`src/design/dispatch_pkg.sv`:
```
//################################################
// Dispatch package: shared widths, RV32I major
// opcodes and the two-view instruction word
//################################################
package dispatch_pkg;

    // data and address widths
    localparam int XLEN       = 32;
    localparam int REG_ADDR_W = 5;
    localparam int CSR_ADDR_W = 12;

    // RV32I major opcodes
    localparam logic [6:0] OPC_OP     = 7'b0110011;
    localparam logic [6:0] OPC_OP_IMM = 7'b0010011;
    localparam logic [6:0] OPC_LOAD   = 7'b0000011;
    localparam logic [6:0] OPC_STORE  = 7'b0100011;
    localparam logic [6:0] OPC_BRANCH = 7'b1100011;
    localparam logic [6:0] OPC_JAL    = 7'b1101111;
    localparam logic [6:0] OPC_JALR   = 7'b1100111;
    localparam logic [6:0] OPC_LUI    = 7'b0110111;
    localparam logic [6:0] OPC_AUIPC  = 7'b0010111;
    localparam logic [6:0] OPC_SYSTEM = 7'b1110011;

    // one instruction word, read as R-type or as I-type
    typedef union packed {
        struct packed {
            logic [6:0]            funct7;
            logic [REG_ADDR_W-1:0] rs2;
            logic [REG_ADDR_W-1:0] rs1;
            logic [2:0]            funct3;
            logic [REG_ADDR_W-1:0] rd;
            logic [6:0]            opcode;
        } r;
        struct packed {
            logic [11:0]           imm12;
            logic [REG_ADDR_W-1:0] rs1;
            logic [2:0]            funct3;
            logic [REG_ADDR_W-1:0] rd;
            logic [6:0]            opcode;
        } i;
    } rv_inst_u;

endpackage

```
`src/design/csr_scoreboard.sv`:
```
//################################################
// CSR scoreboard: serializes CSR accesses behind
// one outstanding CSR write
//################################################
`timescale 1ns/1ps

module csr_scoreboard (
    input  logic clk,
    input  logic rst_n,
    input  logic issue_i,
    input  logic csr_we_i,
    input  logic csr_re_i,
    input  logic csr_wb_valid_i,
    output logic csr_hazard_o
);

    logic csr_pending;

    // set has priority over a writeback in the same cycle
    always_ff @(posedge clk or negedge rst_n) begin
        if (!rst_n) begin
            csr_pending <= 1'b0;
        end else if (issue_i && csr_we_i) begin
            csr_pending <= 1'b1;
        end else if (csr_wb_valid_i) begin
            csr_pending <= 1'b0;
        end
    end

    // any csr access at the head waits for the pending write
    assign csr_hazard_o = csr_pending && (csr_we_i || csr_re_i);

endmodule

```
`src/design/dispatch_reserve_stack.sv`:
```
//################################################
// Dispatch reserve stack: fall-through FIFO that
// holds decoded instructions while issue stalls
//################################################
`timescale 1ns/1ps

module dispatch_reserve_stack
    import dispatch_pkg::*;
#(
    parameter int STACK_DEPTH = 4
) (
    input  logic                  clk,
    input  logic                  rst_n,
    input  logic                  push_req_i,
    input  logic                  fifo_stall_i,
    input  logic                  fifo_flush_i,
    output logic                  fifo_full_o,
    input  logic                  inst_valid_i,
    input  logic                  illegal_i,
    input  logic [XLEN-1:0]       inst_i,
    input  logic [XLEN-1:0]       pc_i,
    input  logic                  pred_branch_i,
    input  logic [XLEN-1:0]       imm_i,
    input  logic [REG_ADDR_W-1:0] rd_i,
    input  logic [REG_ADDR_W-1:0] rs1_i,
    input  logic [REG_ADDR_W-1:0] rs2_i,
    input  logic                  rd_we_i,
    input  logic                  rs1_re_i,
    input  logic                  rs2_re_i,
    input  logic                  csr_we_i,
    input  logic                  csr_re_i,
    input  logic [CSR_ADDR_W-1:0] csr_addr_i,
    output logic                  inst_valid_o,
    output logic                  illegal_o,
    output logic [XLEN-1:0]       inst_o,
    output logic [XLEN-1:0]       pc_o,
    output logic                  pred_branch_o,
    output logic [XLEN-1:0]       imm_o,
    output logic [REG_ADDR_W-1:0] rd_o,
    output logic [REG_ADDR_W-1:0] rs1_o,
    output logic [REG_ADDR_W-1:0] rs2_o,
    output logic                  rd_we_o,
    output logic                  rs1_re_o,
    output logic                  rs2_re_o,
    output logic                  csr_we_o,
    output logic                  csr_re_o,
    output logic [CSR_ADDR_W-1:0] csr_addr_o
);

    localparam int PTR_W   = $clog2(STACK_DEPTH);
    localparam int ENTRY_W = 3 * XLEN + 3 * REG_ADDR_W + CSR_ADDR_W + 7;

    logic [PTR_W:0]       fifo_count;
    logic [PTR_W-1:0]     wr_ptr;
    logic [PTR_W-1:0]     rd_ptr;
    logic [ENTRY_W-1:0]   fifo_mem [STACK_DEPTH];
    logic [ENTRY_W-1:0]   in_entry;
    logic [ENTRY_W-1:0]   head_entry;
    logic                 fifo_empty;
    logic                 fifo_full;
    logic                 push_en;
    logic                 pop_en;
    logic                 head_rd_we;

    assign fifo_empty  = (fifo_count == '0);
    assign fifo_full   = (fifo_count == (PTR_W + 1)'(STACK_DEPTH));
    assign fifo_full_o = fifo_full;

    // stalled input is kept, and once queued every valid input lines up behind
    assign push_en = inst_valid_i && (push_req_i || !fifo_empty) && !fifo_full;
    assign pop_en  = !fifo_empty && !fifo_stall_i;

    // stored entries are always valid, so the valid bit is not kept
    assign in_entry = {illegal_i, inst_i, pc_i, pred_branch_i, imm_i, rd_i, rs1_i, rs2_i,
                       rd_we_i, rs1_re_i, rs2_re_i, csr_we_i, csr_re_i, csr_addr_i};

    // fall through while empty
    assign head_entry = fifo_empty ? in_entry : fifo_mem[rd_ptr];

    assign {illegal_o, inst_o, pc_o, pred_branch_o, imm_o, rd_o, rs1_o, rs2_o,
            head_rd_we, rs1_re_o, rs2_re_o, csr_we_o, csr_re_o, csr_addr_o} = head_entry;

    // flush hides the head in its own cycle
    assign inst_valid_o = !fifo_flush_i && (fifo_empty ? inst_valid_i : 1'b1);
    assign rd_we_o      = !fifo_flush_i && head_rd_we;

    always_ff @(posedge clk) begin
        if (push_en) begin
            fifo_mem[wr_ptr] <= in_entry;
        end
    end

    // pointers wrap by themselves since depth is a power of two
    always_ff @(posedge clk or negedge rst_n) begin
        if (!rst_n) begin
            fifo_count <= '0;
            wr_ptr     <= '0;
            rd_ptr     <= '0;
        end else if (fifo_flush_i) begin
            fifo_count <= '0;
            wr_ptr     <= '0;
            rd_ptr     <= '0;
        end else begin
            case ({push_en, pop_en})
                2'b10: begin
                    wr_ptr     <= wr_ptr + 1'b1;
                    fifo_count <= fifo_count + 1'b1;
                end
                2'b01: begin
                    rd_ptr     <= rd_ptr + 1'b1;
                    fifo_count <= fifo_count - 1'b1;
                end
                2'b11: begin
                    wr_ptr <= wr_ptr + 1'b1;
                    rd_ptr <= rd_ptr + 1'b1;
                end
                default: begin
                end
            endcase
        end
    end

endmodule

```
`src/design/dispatch_top.sv`:
```
//################################################
// Dispatch stage top: decoder, reserve stack,
// scoreboards and issue controller
//################################################
`timescale 1ns/1ps

module dispatch_top
    import dispatch_pkg::*;
#(
    parameter int STACK_DEPTH = 4
) (
    input  logic                  clk,
    input  logic                  rst_n,
    input  logic                  inst_valid_i,
    input  logic [XLEN-1:0]       inst_i,
    input  logic [XLEN-1:0]       pc_i,
    input  logic                  pred_branch_i,
    input  logic                  flush_i,
    input  logic                  exec_ready_i,
    input  logic                  wb_valid_i,
    input  logic [REG_ADDR_W-1:0] wb_rd_i,
    input  logic                  csr_wb_valid_i,
    output logic                  stack_full_o,
    output logic                  issue_valid_o,
    output logic [XLEN-1:0]       issue_pc_o,
    output logic [XLEN-1:0]       issue_inst_o,
    output logic [XLEN-1:0]       issue_imm_o,
    output logic [REG_ADDR_W-1:0] issue_rd_o,
    output logic                  issue_rd_we_o,
    output logic                  issue_illegal_o,
    output logic                  issue_pred_branch_o
);

    // decoder outputs
    logic                  dec_illegal;
    logic [XLEN-1:0]       dec_imm;
    logic [REG_ADDR_W-1:0] dec_rd;
    logic [REG_ADDR_W-1:0] dec_rs1;
    logic [REG_ADDR_W-1:0] dec_rs2;
    logic                  dec_rd_we;
    logic                  dec_rs1_re;
    logic                  dec_rs2_re;
    logic                  dec_csr_we;
    logic                  dec_csr_re;
    logic [CSR_ADDR_W-1:0] dec_csr_addr;

    // stack head
    logic                  head_valid;
    logic [REG_ADDR_W-1:0] head_rs1;
    logic [REG_ADDR_W-1:0] head_rs2;
    logic                  head_rd_we;
    logic                  head_rs1_re;
    logic                  head_rs2_re;
    logic                  head_csr_we;
    logic                  head_csr_re;

    logic                  reg_hazard;
    logic                  csr_hazard;
    logic                  issue;
    logic                  stall;

    assign issue_valid_o = issue;
    assign issue_rd_we_o = issue && head_rd_we;

    inst_decoder u_decoder (
        .inst_i     (inst_i),
        .illegal_o  (dec_illegal),
        .imm_o      (dec_imm),
        .rd_o       (dec_rd),
        .rs1_o      (dec_rs1),
        .rs2_o      (dec_rs2),
        .rd_we_o    (dec_rd_we),
        .rs1_re_o   (dec_rs1_re),
        .rs2_re_o   (dec_rs2_re),
        .csr_we_o   (dec_csr_we),
        .csr_re_o   (dec_csr_re),
        .csr_addr_o (dec_csr_addr)
    );

    // csr address is carried along for the execute side only
    dispatch_reserve_stack #(
        .STACK_DEPTH (STACK_DEPTH)
    ) u_stack (
        .clk           (clk),
        .rst_n         (rst_n),
        .push_req_i    (stall),
        .fifo_stall_i  (stall),
        .fifo_flush_i  (flush_i),
        .fifo_full_o   (stack_full_o),
        .inst_valid_i  (inst_valid_i),
        .illegal_i     (dec_illegal),
        .inst_i        (inst_i),
        .pc_i          (pc_i),
        .pred_branch_i (pred_branch_i),
        .imm_i         (dec_imm),
        .rd_i          (dec_rd),
        .rs1_i         (dec_rs1),
        .rs2_i         (dec_rs2),
        .rd_we_i       (dec_rd_we),
        .rs1_re_i      (dec_rs1_re),
        .rs2_re_i      (dec_rs2_re),
        .csr_we_i      (dec_csr_we),
        .csr_re_i      (dec_csr_re),
        .csr_addr_i    (dec_csr_addr),
        .inst_valid_o  (head_valid),
        .illegal_o     (issue_illegal_o),
        .inst_o        (issue_inst_o),
        .pc_o          (issue_pc_o),
        .pred_branch_o (issue_pred_branch_o),
        .imm_o         (issue_imm_o),
        .rd_o          (issue_rd_o),
        .rs1_o         (head_rs1),
        .rs2_o         (head_rs2),
        .rd_we_o       (head_rd_we),
        .rs1_re_o      (head_rs1_re),
        .rs2_re_o      (head_rs2_re),
        .csr_we_o      (head_csr_we),
        .csr_re_o      (head_csr_re),
        .csr_addr_o    ()
    );

    reg_scoreboard u_reg_sb (
        .clk          (clk),
        .rst_n        (rst_n),
        .issue_i      (issue),
        .rs1_i        (head_rs1),
        .rs2_i        (head_rs2),
        .rd_i         (issue_rd_o),
        .rs1_re_i     (head_rs1_re),
        .rs2_re_i     (head_rs2_re),
        .rd_we_i      (head_rd_we),
        .wb_valid_i   (wb_valid_i),
        .wb_rd_i      (wb_rd_i),
        .reg_hazard_o (reg_hazard)
    );

    csr_scoreboard u_csr_sb (
        .clk            (clk),
        .rst_n          (rst_n),
        .issue_i        (issue),
        .csr_we_i       (head_csr_we),
        .csr_re_i       (head_csr_re),
        .csr_wb_valid_i (csr_wb_valid_i),
        .csr_hazard_o   (csr_hazard)
    );

    issue_ctrl u_issue (
        .head_valid_i (head_valid),
        .reg_hazard_i (reg_hazard),
        .csr_hazard_i (csr_hazard),
        .exec_ready_i (exec_ready_i),
        .issue_o      (issue),
        .stall_o      (stall)
    );

endmodule

```
`src/design/inst_decoder.sv`:
```
//################################################
// RV32I instruction decoder: register, CSR and
// immediate fields plus an illegal-opcode flag
//################################################
`timescale 1ns/1ps

module inst_decoder
    import dispatch_pkg::*;
(
    input  rv_inst_u              inst_i,
    output logic                  illegal_o,
    output logic [XLEN-1:0]       imm_o,
    output logic [REG_ADDR_W-1:0] rd_o,
    output logic [REG_ADDR_W-1:0] rs1_o,
    output logic [REG_ADDR_W-1:0] rs2_o,
    output logic                  rd_we_o,
    output logic                  rs1_re_o,
    output logic                  rs2_re_o,
    output logic                  csr_we_o,
    output logic                  csr_re_o,
    output logic [CSR_ADDR_W-1:0] csr_addr_o
);

    logic [XLEN-1:0] word;
    logic            rd_write;

    // raw bits for the S, B, U and J immediate layouts
    assign word = inst_i;

    assign rd_o       = inst_i.i.rd;
    assign rs1_o      = inst_i.i.rs1;
    assign rs2_o      = inst_i.r.rs2;
    assign csr_addr_o = inst_i.i.imm12;

    // x0 is never a write target
    assign rd_we_o = rd_write && (inst_i.i.rd != '0);

    always_comb begin
        illegal_o = 1'b0;
        imm_o     = '0;
        rd_write  = 1'b0;
        rs1_re_o  = 1'b0;
        rs2_re_o  = 1'b0;
        csr_we_o  = 1'b0;
        csr_re_o  = 1'b0;
        case (inst_i.i.opcode)
            OPC_OP: begin
                rd_write = 1'b1;
                rs1_re_o = 1'b1;
                rs2_re_o = 1'b1;
            end
            OPC_OP_IMM, OPC_LOAD, OPC_JALR: begin
                imm_o    = {{(XLEN-12){inst_i.i.imm12[11]}}, inst_i.i.imm12};
                rd_write = 1'b1;
                rs1_re_o = 1'b1;
            end
            OPC_STORE: begin
                imm_o    = {{(XLEN-12){word[31]}}, word[31:25], word[11:7]};
                rs1_re_o = 1'b1;
                rs2_re_o = 1'b1;
            end
            OPC_BRANCH: begin
                imm_o    = {{(XLEN-13){word[31]}}, word[31], word[7], word[30:25],
                            word[11:8], 1'b0};
                rs1_re_o = 1'b1;
                rs2_re_o = 1'b1;
            end
            OPC_JAL: begin
                imm_o    = {{(XLEN-21){word[31]}}, word[31], word[19:12], word[20],
                            word[30:21], 1'b0};
                rd_write = 1'b1;
            end
            OPC_LUI, OPC_AUIPC: begin
                imm_o    = {word[31:12], 12'b0};
                rd_write = 1'b1;
            end
            OPC_SYSTEM: begin
                // funct3 zero is ecall/ebreak, no operands
                if (inst_i.i.funct3 != 3'b000) begin
                    imm_o    = {{(XLEN-REG_ADDR_W){1'b0}}, inst_i.i.rs1};
                    rd_write = 1'b1;
                    rs1_re_o = !inst_i.i.funct3[2];
                    // csrrw with rd=x0 skips the read, set/clear with rs1=x0 skip the write
                    csr_we_o = (inst_i.i.funct3[1:0] == 2'b01) || (inst_i.i.rs1 != '0);
                    csr_re_o = (inst_i.i.funct3[1:0] != 2'b01) || (inst_i.i.rd != '0);
                end
            end
            default: begin
                illegal_o = 1'b1;
            end
        endcase
    end

endmodule

```
`src/design/issue_ctrl.sv`:
```
//################################################
// Issue controller: merges hazards with execute
// ready into issue and stall
//################################################
`timescale 1ns/1ps

module issue_ctrl (
    input  logic head_valid_i,
    input  logic reg_hazard_i,
    input  logic csr_hazard_i,
    input  logic exec_ready_i,
    output logic issue_o,
    output logic stall_o
);

    logic hazard_free;

    assign hazard_free = !reg_hazard_i && !csr_hazard_i;

    // head goes out only when nothing blocks it
    assign issue_o = head_valid_i && hazard_free && exec_ready_i;

    // a valid head that stays put stalls the stack
    assign stall_o = head_valid_i && !issue_o;

endmodule

```
`src/design/reg_scoreboard.sv`:
```
//################################################
// Register scoreboard: one pending-write bit per
// general register, RAW and WAW hazard detection
//################################################
`timescale 1ns/1ps

module reg_scoreboard
    import dispatch_pkg::*;
(
    input  logic                  clk,
    input  logic                  rst_n,
    input  logic                  issue_i,
    input  logic [REG_ADDR_W-1:0] rs1_i,
    input  logic [REG_ADDR_W-1:0] rs2_i,
    input  logic [REG_ADDR_W-1:0] rd_i,
    input  logic                  rs1_re_i,
    input  logic                  rs2_re_i,
    input  logic                  rd_we_i,
    input  logic                  wb_valid_i,
    input  logic [REG_ADDR_W-1:0] wb_rd_i,
    output logic                  reg_hazard_o
);

    localparam int NUM_REGS = 2 ** REG_ADDR_W;

    logic [NUM_REGS-1:0] pending;
    logic [NUM_REGS-1:0] pending_nxt;

    always_comb begin
        pending_nxt = pending;
        if (wb_valid_i) begin
            pending_nxt[wb_rd_i] = 1'b0;
        end
        // a new write overrides a writeback to the same register
        if (issue_i && rd_we_i) begin
            pending_nxt[rd_i] = 1'b1;
        end
        pending_nxt[0] = 1'b0;
    end

    always_ff @(posedge clk or negedge rst_n) begin
        if (!rst_n) begin
            pending <= '0;
        end else begin
            pending <= pending_nxt;
        end
    end

    // sources give RAW, destination gives WAW
    assign reg_hazard_o = (rs1_re_i && pending[rs1_i]) ||
                          (rs2_re_i && pending[rs2_i]) ||
                          (rd_we_i  && pending[rd_i]);

endmodule

```
`config.mk`:
```
export PLATFORM = sky130hd
export DESIGN_NAME = dispatch_top
export DESIGN_NICKNAME = d
export VERILOG_FILES = /design/src/design/dispatch_pkg.sv /design/src/design/csr_scoreboard.sv /design/src/design/dispatch_reserve_stack.sv /design/src/design/dispatch_top.sv /design/src/design/inst_decoder.sv /design/src/design/issue_ctrl.sv /design/src/design/reg_scoreboard.sv
export SDC_FILE = /design/constraint.sdc
export NUM_CORES = 1
export LEC_CHECK = 0
export BUFFER_PORTS_ARGS = -buffer_cell sky130_fd_sc_hd__buf_2
export CAP_MARGIN = 10
export CORE_UTILIZATION = 25
export DETAILED_ROUTE_END_ITERATION = 10
export GPL_TIMING_DRIVEN = 0
export MAX_ROUTING_LAYER = met4
export PLACE_DENSITY = 0.51
export RECOVER_POWER = 25
export SYNTH_ARGS = -nofsm -noshare
export SYNTH_HDL_FRONTEND = slang
export SYNTH_SLANG_ARGS = --single-unit
```
`constraint.sdc`:
```
create_clock -name clk -period 16.4 [get_ports clk]
set_input_delay 0.82 -clock clk [delete_from_list [all_inputs] [get_ports clk]]
set_output_delay 0.82 -clock clk [all_outputs]
set_load 0.02 [all_outputs]
```
== Word level (Yosys, flattened, before mapping) ==
Memories as Yosys holds them, arrays and structs flattened.
Index checks and enable logic that the tools add are counted.
Operators by class
  $add $sub $neg: 4
  $lt $le $gt $ge: 6
  eq/ne operators: 16
  muxes and demuxes: 36
  bitwise operators: 3
  reductions and logical operators: 48
Operators by type and width (count)
  $pmux 32 s6: 1
  $mux 130: 1
  $mux 32: 2
  $and 32x32->32: 1
  $not 32->32: 1
  $or 32x32->32: 1
  $eq 7x7->1 const B: 4
  $lt 5x6->1 const B: 4
  $eq 7x6->1 const B: 3
  $logic_and 1x1->1: 18
  $mux 1: 18
  $bmux 1 s5: 3
  $eq 7x5->1 const B: 2
  $demux 1 s5: 2
  $ge 5x1->1 const B: 2
  $reduce_bool 5->1: 2
  $reduce_or 10->1: 1
  $logic_not 1->1: 8
  $mux 2: 4
  $eq 7x2->1 const B: 1
  $reduce_or 7->1: 1
  $logic_or 1x1->1: 6
  $pmux 3 s2: 1
  $reduce_bool 2->1: 3
  other kinds (15): 23
Storage, ports and cells
  flip-flop bits (word level): 39
  bits in writable memories: 520
  bits of input ports: 77
  output and inout bits: 106
  word-level logic and storage cells: 119
  memories: 1
Memories
  u_stack.fifo_mem: words 4, bits a word 130, read ports 1, clocked after Yosys merged registers in 0, wr ports 1, RTL line dispatch_reserve_stack.sv:56  | logic [ENTRY_W-1:0] fifo_mem [STACK_DEPTH];

== Longest topological paths before layout ==
Gate-level depths: netlist of run 1.
  depth after elaboration: 23
  mapped depth: 19
  depth with buffers taken out: 15

== Cells and area by module ==
From an unflattened synthesis of run 1, not the netlist that was laid out.
Second synthesis, totals
  cell total of the unflattened synthesis: 1214
  area total of the unflattened synthesis: 23909.2 µm²
Modules (own cells, without submodules)
  dispatch_reserve_stack: instances 1, cells an instance 879, area an instance 20779.9 µm², sequential area each 15790.1 µm²
  reg_scoreboard: instances 1, cells an instance 201, area an instance 2124.5 µm², sequential area each 775.7 µm²
  inst_decoder: instances 1, cells an instance 124, area an instance 932.1 µm², sequential area each 0.0 µm²
  csr_scoreboard: instances 1, cells an instance 6, area an instance 48.8 µm², sequential area each 25.0 µm²
  issue_ctrl: instances 1, cells an instance 3, area an instance 17.5 µm², sequential area each 0.0 µm²
  dispatch_top: instances 1, cells an instance 1, area an instance 6.3 µm², sequential area each 0.0 µm²

== Worst setup path before layout of run 1 ==
Ideal clock, no wire load.
  path kind: input-to-reg
  start point: input inst_i[3]
  end point: memory u_stack.fifo_mem[0][100] in the netlist's numbering, enable pin
  library setup time: 0.474 ns
  arrival: 5.732 ns
  required time: 15.926 ns
  path slack: 10.195 ns
  stages: 12
  buffers on the path: 2
  path through: clkbuf_1 nand4bb_1 nor3b_1 a21oi_1 o41ai_1 a311oi_1 a221oi_2 or3_1 buf_6 inv_4 o41ai_4 and2_1
On the way
  cells in the longest elaborated chain, start to end: 19
  elaborated cells on any way between the ends: 40
  classes of those cells: eq/ne (10); mux (8); reduce/logical (22)
RTL lines
  start: declaration: RTL line dispatch_top.sv:15  | input logic [XLEN-1:0] inst_i,
  $eq 7x6->1 (tied with other cells): RTL line inst_decoder.sv:46  | case (inst_i.i.opcode)
  $reduce_or 7->1 (no line)
  $pmux 1 s2: RTL line inst_decoder.sv:46
  $logic_and 1x1->1: RTL line inst_decoder.sv:36  | assign rd_we_o = rd_write && (inst_i.i.rd != '0);
  $mux 130 *: RTL line dispatch_reserve_stack.sv:78  | assign head_entry = fifo_empty ? in_entry : fifo_mem[rd_ptr];
  $logic_and 1x1->1: RTL line dispatch_reserve_stack.sv:85  | assign rd_we_o = !fifo_flush_i && head_rd_we;
  $logic_and 1x1->1: RTL line reg_scoreboard.sv:52  | (rd_we_i && pending[rd_i]);
  $logic_or 1x1->1: RTL line reg_scoreboard.sv:51  | (rs2_re_i && pending[rs2_i]) ||
  [2 not listed]
  $logic_and 1x1->1 * (2 in series): RTL line issue_ctrl.sv:21  | assign issue_o = head_valid_i && hazard_free && exec_ready_i;
  via issue_valid_o: RTL line dispatch_top.sv:24  | output logic issue_valid_o,
  $logic_not 1->1 *: RTL line issue_ctrl.sv:24  | assign stall_o = head_valid_i && !issue_o;
  $logic_and 1x1->1 *: RTL line issue_ctrl.sv:24
  $logic_or 1x1->1 *: RTL line dispatch_reserve_stack.sv:70  | assign push_en = inst_valid_i && (push_req_i || !fifo_empty) && !fifo_full;
  $logic_and 1x1->1 * (2 in series): RTL line dispatch_reserve_stack.sv:70
  $mux 1 *: RTL line dispatch_reserve_stack.sv:88  | if (push_en) begin
  $mux 1 (not written as such) *: RTL line dispatch_reserve_stack.sv:89  | fifo_mem[wr_ptr] <= in_entry;
  end: declaration: RTL line dispatch_reserve_stack.sv:56
The timed path passes the listed nets; every way through them passes the cells marked *.

== Final worst setup path of run 1 ==
  start point: register u_stack.fifo_count[0]
  end point: output issue_rd_o[2]
On the way
  cells in the longest elaborated chain, start to end: 2
RTL lines
  start: declaration: RTL line dispatch_reserve_stack.sv:53  | logic [PTR_W:0] fifo_count;
  start signal: assignment: RTL line dispatch_reserve_stack.sv:107  | fifo_count <= fifo_count + 1'b1;
  start signal: assignment: RTL line dispatch_reserve_stack.sv:111  | fifo_count <= fifo_count - 1'b1;
  $logic_not 3->1: RTL line dispatch_reserve_stack.sv:65  | assign fifo_empty = (fifo_count == '0);
  $mux 130: RTL line dispatch_reserve_stack.sv:78
  end: declaration: RTL line dispatch_top.sv:28  | output logic [REG_ADDR_W-1:0] issue_rd_o,
Every way passes these cells.

==> qor.csv, run 1 <==
metric;value;unit
place_ws;9.588;ns
hold_viol;0;
clock_latency;0.62;ns
p_leak;8.304;nW
syn_to_final_growth;19.69;%
grt_max_degree;51;
antenna_found_initial;9;
drtIter0Drc;950;
ys_seq_elements;451;
drt-wirelength-per-cell;23.05;µm
outcome;completed;
report.final.slew_viol_count;0;
timing.final.ws_setup;10.44;ns
peakVddDrop;0.09078;mV
synth_area_leader_cell;edfxtp_1;
yosysTopAreaCellShare;0.6142;
clk_pin_slew;0.06;ns
cts_tree;done;
cts_resized;0;
finalSetupViolations;0;
syn_area_per_cell;15.60;µm²
routed_wl;60560;µm
clk_path_buf_depth;3;
synthTopCellsByArea;edfxtp_1, mux4_2, dfrtp_1;
holdBufCountCts;0;
nets;1616;
core;0.07939;mm²
grtUsageMet3;0.04793;
die_h;285.8;µm
synth_edf_count;412;
synth_top_family_by_area;multiplexers;
dieArea;0.08171;mm²
dp_cells;2531;
cp-start-kind;register;
rsz0062_at_grt;false;
slowest_stage;buf_1;
crit_chain;clkbuf_1 -> nor3_1 -> clkbuf_1 -> buf_2 -> clkbuf_1 -> buf_1 -> nand2_1 -> nand2_1 -> buf_4 -> buf_2;
p_per_area;183.5;mW/mm²
clkSinkCount;451;
clock_skew;0.04360;ns
synth_xor_area_frac;0;
clockRootBuffer;clkbuf_16;
endpoint_kind;output port;
crit_top_cell;clkbuf_1;
use_met2;0.2376;
cap_violations;0;
holdCritPathClass;in2async;
viasPerCell;4.734;
post_cts_buffers;0;
period_share;0.3634;
io_buffers;182;
hpwl;41590;µm
cp_top_family;buffers and inverters;
timing.fmax;167.8;MHz
start_util;0.2537;
grt_remaining_overflow;0;
synth_fa_ha_area_frac;0.003479;
syn_area;0.02014;mm²
grt_pass1_wl;88030;µm
firstDrtPassIters;6;
htree_levels;2;
cpPeakStageDelay;0.79;ns
final_cells;2627;
ys.flop_type;edfxtp_1;
p_total;4.424;mW
synthMuxAreaShare;0.1550;
yosys.area_share.simple;0.07945;
synth.distinct_cells;79;
synthArstFlopShare;0.08647;
arrival;5.14;ns
gp_congestion;0.8758;
met1_usage;0.1891;
ant_nets;0;
tightest_slew;1.210;ns
max-slew-margin-rel;0.1917;
drc;0;
top_usage_layer;met2;
drive_gt1_frac;0.2481;
die_w;285.8;µm
crit_fanout;10;
ys_warn_count;0;
row_count;103;
ios;183;
crit_type;reg2out;
syn_inst;1291;
required;15.58;ns
seq_area_frac_synth;0.6627;
period_needed;5.960;ns
syn-num-nets;1373;
cp_num_buf_inv;7;
synth_compound_area_frac;0.07504;
grt_usage;0.1507;
first_global_vias;12914;
via_count;12437;
cts_made_buffers;49;
finalSetupTns;0;ns
[state kept, by name, indices dropped and copies added (netlist names)]
name,count
u_reg_sb.pending,31
u_stack.fifo_count,3
u_stack.wr_ptr,2
u_csr_sb.csr_pending,1
u_stack.rd_ptr,2
u_stack.fifo_mem,412
[stage by stage]
stage | hold WS, ns | area (µm²) | util
after CTS | 0.3989 | 24130 | 0.3040
after detailed placement | 0.5297 | 22590 | 0.2845
final | 0.4237 | 24110 | 0.3037
after floorplan | 0.4712 | 20140 | -
after global routing | 0.4711 | 24110 | 0.3037
after global placement | 0.5022 | 22370 | 0.2817
[worst paths after layout]
check | from | endpoint | slack (ns) | cells past startpoint
min in group clk | csr_wb_valid_i | u_csr_sb.csr_pending | 0.50 | 2
max in group asynchronous | rst_n | u_csr_sb.csr_pending | 15.33 | 1
max | u_stack.fifo_count[0] | issue_rd_o[2] | 10.44 | 10
min | rst_n | u_reg_sb.pending[2] | 0.42 | 1
max reg2reg | u_stack.fifo_count[0] | u_stack.fifo_mem[2][88] | 10.46 | 15
min reg2reg | u_reg_sb.pending[20] | u_reg_sb.pending[20] | 0.54 | 2
[per-layer routing]
layer | wire length [µm] | part of all wire
met5 | 0 | 0
met4 | 1040 | 0.017
met2 | 28480 | 0.47
met1 | 26500 | 0.44
met3 | 4539 | 0.075
[cell type report]
| cell class | count | area [µm²] |
|---|---|---|
| fill | 8020 | 55280 |
| sequential | 451 | 13350 |
| multi-input combinational | 734 | 6314 |
| tap | 1050 | 1314 |
| clock buffer | 63 | 1279 |
| timing repair buffer | 192 | 1076 |
| buffer | 75 | 369.1 |
| clock inverter | 22 | 264.0 |
| inverter | 31 | 121.4 |
| antenna | 9 | 22.52 |
[placed cells by master, fill, tap and decap left out, types with 14 or more instances in the layout]
| cell | instances |
|---|---|
| buf_2 | 132 |
| o21ai_0 | 80 |
| a21oi_1 | 14 |
| nor2_1 | 30 |
| a211oi_1 | 33 |
| nor3_1 | 14 |
| a21o_1 | 21 |
| mux2_2 | 32 |
| clkbuf_16 | 49 |
| edfxtp_1 | 412 |
| dfrtp_1 | 39 |
| nand3_1 | 17 |
| mux4_2 | 103 |
| clkbuf_1 | 113 |
| mux2i_1 | 34 |
| inv_1 | 27 |
| nand2_1 | 201 |
[cell families after synthesis]
family                     after synthesis
AOI/OAI and AO/OA                      218
adders and majority gates                5
buffers and inverters                  106
DFF                                    451
muxes                                  175
and+or+nand+nor                        336
[power by group]
group	internal, mW	switching (mW)
Sequential	1.47	0.0673
Clock	0.616	0.461
Combinational	0.631	1.18
[worst reg2reg max path, delay by kind of cell (launching register included)]
| kind | cells | cell delay (ns) |
|---|---|---|
| AO/OA/AOI/OAI | 3 | 1.20 |
| buffers and inverters | 7 | 2.02 |
| flip-flops | 1 | 0.48 |
| AND/OR/NAND/NOR | 5 | 1.86 |
[Yosys cell counts, types with 8 or more instances]
cell / count
a211oi_1: 33
a21o_1: 21
a21oi_1: 14
a31oi_1: 8
and2_1: 14
buf_1: 13
buf_2: 13
buf_4: 9
clkbuf_1: 35
dfrtp_1: 39
edfxtp_1: 412
inv_1: 27
mux2_2: 32
mux2i_1: 34
mux4_2: 103
nand2_1: 201
nand3_1: 17
nand3b_1: 11
nor2_1: 30
nor3_1: 14
o21ai_0: 80
Note: power is estimated with default switching activity, not from simulation.
==> run 2, diff against run 1 <==
==> constraint.sdc (replaced) <==
create_clock -name clk -period 5.69 [get_ports clk]
set_input_delay 0.2845 -clock clk [delete_from_list [all_inputs] [get_ports clk]]
set_output_delay 0.2845 -clock clk [all_outputs]
set_load 0.02 [all_outputs]
==> run 2 against run 1 <==
Non-clock buffer count is 51 higher. Utilization up 0.59 points. Global-route usage is 0.30 points higher. Via count is 3.5% higher. Clock power grew to 2.8 times the previous value. Total power increased to 2.9 times the previous value. Wire length is 3.5% higher. Hold slack worse by 0.28 ns. Setup slack lost 10 ns. Critical path type is now reg2reg. Highest routed layer unchanged.
==> qor.csv, run 2 (same netlist as run 1, synthesis figures left out) <==
metric;value;unit
first_global_vias;13066;
die_h;285.8;µm
die_w;285.8;µm
fin_hold_ws;0.1407;ns
core;0.07939;mm²
clk_path_buf_depth;3;
clock_latency;0.62;ns
clkSinkCount;451;
clock_skew;0.06371;ns
hpwl;41890;µm
syn_to_final_growth;22.02;%
row_count;103;
regMostFlops;u_stack.fifo_mem;
p_leak;8.504;nW
holdCritPathClass;in2reg;
grt_pass1_wl;89630;µm
layout_commonest_cell;edfxtp_1;
grt_usage;0.1537;
arrival;5.64;ns
largestRegisters;u_stack.fifo_mem x412, u_reg_sb.pending x31, u_stack.fifo_count x3;
report.final.slew_viol_count;0;
ios;183;
period_needed;5.383;ns
ant_nets;0;
cts_made_buffers;47;
htree_levels;2;
max-slew-margin-rel;0.1074;
rsz0062_at_grt;false;
finalSetupViolations;0;
cts_tree;done;
multiInputGateArea;0.006361;mm²
required;5.95;ns
start_util;0.2537;
viasPerCell;4.807;
timing.final.ws_setup;0.3067;ns
seqCellArea;0.01335;mm²
grt_remaining_overflow;0;
drc;0;
dieArea;0.08171;mm²
timing.fmax;185.8;MHz
finalSetupTns;0;ns
drt-wirelength-per-cell;23.39;µm
drtIter0Drc;998;
peakVddDrop;0.2600;mV
tightest_slew;1.336;ns
place_ws;-0.4847;ns
clockRootBuffer;clkbuf_16;
via_count;12878;
most-common-layout-cells;edfxtp_1, nand2_1, buf_2;
nets;1668;
clk_pin_slew;0.07;ns
largest_reg_flops;412;
cap_violations;0;
nFillCells;8032;
endpoint_kind;register;
antenna_found_initial;7;
io_buffers;182;
gp_congestion;0.8649;
cp-start-kind;register;
drive_gt1_frac;0.2483;
post_dp_cell_area;0.02258;mm²
crit_type;reg2reg;
routed_wl;62650;µm
crit_fanout;46;
period_share;0.9461;
hold_viol;0;
p_per_area;520.0;mW/mm²
p_total;12.78;mW
outcome;completed;
design_area;0.02458;mm²
grt_max_degree;53;
firstDrtPassIters;5;
==> run 2: per-layer routing <==
| layer | vias to the layer above | global-route usage | routed length, µm |
|---|---|---|---|
| met5 | - | - | 0 |
| met4 | 0 | 0.03676 | 1112 |
| met1 | 6650 | 0.1982 | 27060 |
| met3 | 72 | 0.04019 | 4717 |
| li1 | 5695 | - | - |
| met2 | 461 | 0.2407 | 29760 |
==> run 2: layout make-up <==
type | instances | area share
clock inverter | 27 | 0.01079
clock buffer | 59 | 0.04969
multi-input combinational | 737 | 0.2588
timing repair buffer | 243 | 0.06359
tap | 1050 | 0.05345
buffer | 75 | 0.01502
sequential | 451 | 0.5431
inverter | 31 | 0.004938
antenna | 6 | 0.0006109
==> run 2: stage by stage <==
step / utilization / instances
6_report: 0.3096 / 2679
3_5_place_dp: 0.2845 / 2531
5_1_grt: 0.3096 / 2679
2_1_floorplan: - / 1291
4_1_cts: 0.3098 / 2668
3_3_place_gp: 0.2818 / 2523
==> run 2: timing repair <==
item / 4_1_cts / 5_1_grt
endpoints found under the setup margin: 315 / 251
pin swaps: 2 / 3
gates cloned: 1 / 2
gates resized for setup: 3 / 1
hold buffers: 48 / 0
buffers inserted: 2 / 2
hold endpoints to repair: 224 / 0
==> run 2: power breakdown <==
part | switching (mW) | total, mW | leakage, nW | internal [mW]
Clock | 1.32 | 2.99 | 0.714 | 1.68
Sequential | 0.200 | 4.44 | 4.30 | 4.24
Combinational | 3.48 | 5.34 | 3.49 | 1.86
==> run 2: path summary, 6_finish.rpt <==
path / from / endpoint / slack, ns / cells after the start
hold / removal: inst_i[10] / u_stack.fifo_mem[1][107] / 0.14 / 1
setup reg to reg: u_stack.fifo_count[0] / u_stack.fifo_mem[2][85] / 0.31 / 16
hold reg to reg: u_reg_sb.pending[20] / u_reg_sb.pending[20] / 0.51 / 2
setup / recovery: u_stack.fifo_count[0] / u_stack.fifo_mem[2][85] / 0.31 / 16
max in group asynchronous: rst_n / u_stack.wr_ptr[1] / 4.56 / 2
min in group asynchronous: rst_n / u_reg_sb.pending[3] / 0.42 / 2
==> run 2: critical path, stage by stage (launching register included) <==
cell	delay (ns)
dfrtp_1	0.47
clkbuf_1	0.26
nor3_2	0.48
clkbuf_1	0.46
buf_2	0.43
a21oi_1	0.17
o41ai_2	0.51
nor4_2	0.08
a211oi_2	0.36
or3_1	0.18
buf_6	0.14
inv_4	0.09
o41ai_4	0.26
buf_4	0.19
and2_4	0.34
buf_16	0.27
buf_16	0.29
